**src/common/dct_pkg.sv**
```systemverilog
`default_nettype none

package dct_pkg;

    // data widths
    localparam int PIX_W  = 10;  // signed input sample
    localparam int ROW_W  = 16;  // row coefficient and transpose word
    localparam int OUT_W  = 13;  // final 2d coefficient
    localparam int COEF_W = 16;  // cosine magnitude, sign kept apart

    // block geometry
    localparam int BLK_N  = 8;   // samples per row
    localparam int BLK_SZ = 64;  // samples per block

    // transpose address is {page, row[2:0], col[2:0]}
    localparam int TM_AW  = 7;

    // cosine magnitudes scaled by 2^16
    localparam logic [COEF_W-1:0] C3 = 16'd54491;  // cos(3pi/16)
    localparam logic [COEF_W-1:0] S3 = 16'd36410;  // sin(3pi/16)
    localparam logic [COEF_W-1:0] C4 = 16'd46341;  // cos(pi/4)
    localparam logic [COEF_W-1:0] C6 = 16'd25080;  // cos(6pi/16)
    localparam logic [COEF_W-1:0] S6 = 16'd60547;  // sin(6pi/16)
    localparam logic [COEF_W-1:0] C7 = 16'd12785;  // cos(7pi/16)
    localparam logic [COEF_W-1:0] S7 = 16'd64277;  // sin(7pi/16)

    // row pass product slice and rounding
    localparam int ROW_PROD_LSB = 9;
    localparam int ROW_PROD_W   = 18;
    localparam int ROW_RND_SH   = 3;   // msb of dropped bits rounds half up

    // column pass, wider to keep the row fraction
    localparam int COL_PROD_LSB = 14;
    localparam int COL_PROD_W   = 19;
    localparam int COL_RND_SH   = 8;

    // pipeline latencies in clk cycles
    localparam int DP_LAT        = 7;   // capture strobe to first 1d result
    localparam int ROW_LAT       = 14;  // i_start to first transpose write
    localparam int FIRST_OUT_LAT = 95;  // i_start to first o_dv

endpackage

`default_nettype wire

```
**src/rtl/dct_transpose_ram.sv**
```systemverilog
`timescale 1ns/1ps
`default_nettype none

module dct_transpose_ram (
    input  logic                      clk,
    input  logic                      i_wr_en,
    input  logic [dct_pkg::TM_AW-1:0] i_wr_addr,  // {page, row, col}
    input  logic [dct_pkg::ROW_W-1:0] i_wr_data,
    input  logic [dct_pkg::TM_AW-1:0] i_rd_addr,
    output logic [dct_pkg::ROW_W-1:0] o_rd_data   // two cycles after i_rd_addr
);

    localparam int DEPTH = 2 ** dct_pkg::TM_AW;  // two pages of 64

    logic [dct_pkg::ROW_W-1:0] mem [DEPTH];
    logic [dct_pkg::TM_AW-1:0] rd_addr_q;        // registered read address

    // write port
    always_ff @(posedge clk) begin
        if (i_wr_en) begin
            mem[i_wr_addr] <= i_wr_data;
        end
    end

    // read port, address reg then output reg
    always_ff @(posedge clk) begin
        rd_addr_q <= i_rd_addr;
        o_rd_data <= mem[rd_addr_q];
    end

endmodule

`default_nettype wire

```
**config.mk**
```make
export PLATFORM = sky130hd
export DESIGN_NAME = dct_transpose_ram
export DESIGN_NICKNAME = d
export VERILOG_FILES = /design/src/common/dct_pkg.sv /design/src/rtl/dct_transpose_ram.sv
export SDC_FILE = /design/constraint.sdc
export NUM_CORES = 2
export LEC_CHECK = 0
export BUFFER_PORTS_ARGS = -buffer_cell sky130_fd_sc_hd__buf_2
export CAP_MARGIN = 20
export CORE_MARGIN = 1
export CORE_UTILIZATION = 50
export DETAILED_ROUTE_END_ITERATION = 10
export GPL_TIMING_DRIVEN = 1
export PLACE_DENSITY = 0.66
export SLEW_MARGIN = 20
export SYNTH_ARGS = -nofsm -noshare
export SYNTH_HDL_FRONTEND = slang
export SYNTH_SLANG_ARGS = --single-unit
```
**constraint.sdc**
```tcl
create_clock -name clk -period 6.6 [get_ports clk]
set_clock_uncertainty 0.05 [all_clocks]
set_input_delay 1.32 -clock clk [delete_from_list [all_inputs] [get_ports clk]]
set_output_delay 1.32 -clock clk [all_outputs]
set_load 0.02 [all_outputs]
```
==> out/metrics.yaml <==
synth:
  synth.top_cell.area_share_pct: 78.2
  ys_seq_elements: 2071
  synthFlopType: "edfxtp_1"
  yosysMostFrequentCell: "edfxtp_1"
  syn_inst: 3093
  yosysTopAreaCell: "edfxtp_1"
  synth-seq-area-share_pct: 78.8
  ys_top_cells_by_area: "edfxtp_1 78%, mux4_2 19%, dfxtp_1 0.59%"
  syn_area_per_cell_um2: 25.4
  async_flop_share_pct: 0
  synth_common_cells: "2048 x edfxtp_1, 672 x mux4_2, 122 x nor2_1, 82 x clkbuf_1, 52 x buf_2"
  yosysWarningCount: 0
  synth_cell_type_count: 17
  synth_area_um2: 78700
  synth_nets: 3125
  synth-edff-count: 2048
sta:
  slew_headroom_pct: 24.3
  slew_viol_final: 0
  finalWorstSetupSlack_ns: 2.62
  final.min_clock_period_ns: 3.98
  hold_viol: 0
  grt_setup_unrepaired: "no"
  fmax_mhz: 251
  final-setup-viol-count: 0
  worst_pin_slew_ns: 1.14
  fin_tns_setup_ns: 0
  fin_crit_sh_pct: 60.3
routing:
  antenna_left: 0
  post-route-drc-count: 0
  wl_um: 183000
  drtPass1Iterations: 5
  num_vias: 34800
  wl_per_cell_um: 32.8
  drtIter0Drc: 4557
  via_per_inst: 6.24
floorplanning:
  fp.dieH_um: 399
  io-pin-count: 48
  die_area_um2: 159000
  start_util_pct: 50.4
  core_um2: 156000
  fp.dieW_um: 399
  fp-row-count: 145
clock_network:
  cts_root_buf: "clkbuf_16"
  clock_latency_ns: 0.85
  cts_inserted_buffers: 199
  cts.path.max_buffers: 3
  htree_num_levels: 4
  clock-sinks: 2071
  cts_hold_buf: 0
  clkTransAtPathRegs_ns: 0.06
  cts_tree: "yes"
  ctsResizeCount: 0
  postCtsSetupRepairBufs: 0
placement:
  placedCellCount: 5201
  dp_hpwl_um: 105000
  dpl_cell_area_um2: 82300
  place.gp.congestion: 0.838
  post-place-ws_ns: 2.52
  port_buffers: 47
global_route:
  gr-usage-all-layers_pct: 23.5
  antenna_found_initial: 32
  grt_pass1_vias: 35900
  grt_first_pass_wirelength_um: 260000
  grt_max_degree: 116
  grt-ovfl-total: 0
cells_and_area:
  fin_nets: 3377
  stdcell_area_um2: 88600
  area_growth_pct: 12.6
  layout-drive-gt1-share_pct: 34.0
  final_cells: 5575
worst_setup_path:
  crit_chain: "buf_4, mux4_2, mux4_2, mux4_2, mux2_2"
  path_class: "register to register"
  end_kind: "register"
  path_common_cell: "mux4_2"
  cp_slowest_stage_delay_ns: 0.94
  cp_max_fo: 37
  critPathRequiredTime_ns: 7.27
  cp_slowest_cell: "dfxtp_4"
  worst_setup_path_start_kind: "register"
  cp_data_arrival_time_ns: 4.65
pwr:
  switching_share_pct: 21.0
  p_total_mw: 26.7
  intPower_mw: 21.1
  cellLeakagePower_nw: 27.3
  combPwrFrac_pct: 4.8
  p_sw_mw: 5.63
  irDropWorstVdd_mv: 0.263
  clockPowerShare_pct: 40.6
  p_per_area_nw_per_um2: 302
  power_frac_seq_pct: 54.6
min_path:
  hold_path.class: "input port to register"
job:
  maxCapViolations: 0
status:
  status: "finished, final reports clean"
## area by class of cell
class	instances	area [um^2]
diodes	8	20.0
well taps	2058	2570
clock buffers	256	5230
multi-input cells	858	16100
fillers	10900	67600
repair buffers	215	1730
clock inverters	109	965
flip-flops and latches	2071	62000
## routing by layer
layer	vias to the layer above	part of all wire, %	global-route usage (%)
met5	-	0.079	0
met4	20	2.4	6.58
met3	274	11	7.97
met2	1665	47	35.8
met1	18800	39	32.8
li1	14000	-	-
## power by group through the flow
stage	Sequential (mW)	Combinational (mW)	Clock (mW)
final	14.6	1.30	10.9
after global routing	14.6	1.37	11.5
after CTS	14.6	1.31	11.0
after detailed placement	14.9	1.30	0
after global placement	14.9	1.26	0
after floorplan	14.8	0.708	0
## through the flow
step / hold WS (ns) / util, %
2_1_floorplan: 0.630 / -
3_3_place_gp: 0.905 / 52.7
3_5_place_dp: 0.907 / 52.7
4_1_cts: 0.469 / 56.7
5_1_grt: 0.488 / 56.7
6_report: 0.526 / 56.7
## worst max-delay path, delay by kind of cell, from the launching register on
| kind | cells | cell delay (ns) |
|---|---|---|
| buffers and inverters | 1 | 0.78 |
| DFF | 1 | 0.94 |
| muxes | 4 | 2.05 |
## cells by family after synthesis
| logic type | synth area share [%] |
|---|---|
| buf+inv | 0.880 |
| flops | 78.8 |
| simple gates | 0.886 |
| mux | 19.5 |
## registers in the layout, summed over array words and instances (netlist names)
| register | count |
|---|---|
| mem | 2048 |
| rd_addr_q | 7 |
| o_rd_data | 16 |
## cell usage in the layout, fill, tap and decap left out, drive strengths merged
cell	count
edfxtp	2048
mux4	672
clkbuf	256
buf	215
nor2	122
clkinv	84
dfxtp	23
mux2	16
nand2	14
nand3	12
bufinv	12
nor3	9
diode	8
nor2b	7
inv	7
clkinvlp	6
nand4	3
nand2b	2
or3	1
## path summary, 6_finish.rpt
kind | to | cells after the start | start | slack, ns
worst max-delay path | o_rd_data[5]$_DFF_P_ | 5 | rd_addr_q[0]$_DFF_P_ | 2.62
worst min-delay path | rd_addr_q[2]$_DFF_P_ | 1 | i_rd_addr[2] | 0.53
worst max register to register | o_rd_data[5]$_DFF_P_ | 5 | rd_addr_q[0]$_DFF_P_ | 2.62
worst min register to register | o_rd_data[15]$_DFF_P_ | 1 | rd_addr_q[5]$_DFF_P_ | 0.94
Power figures use the tool's default switching activity.
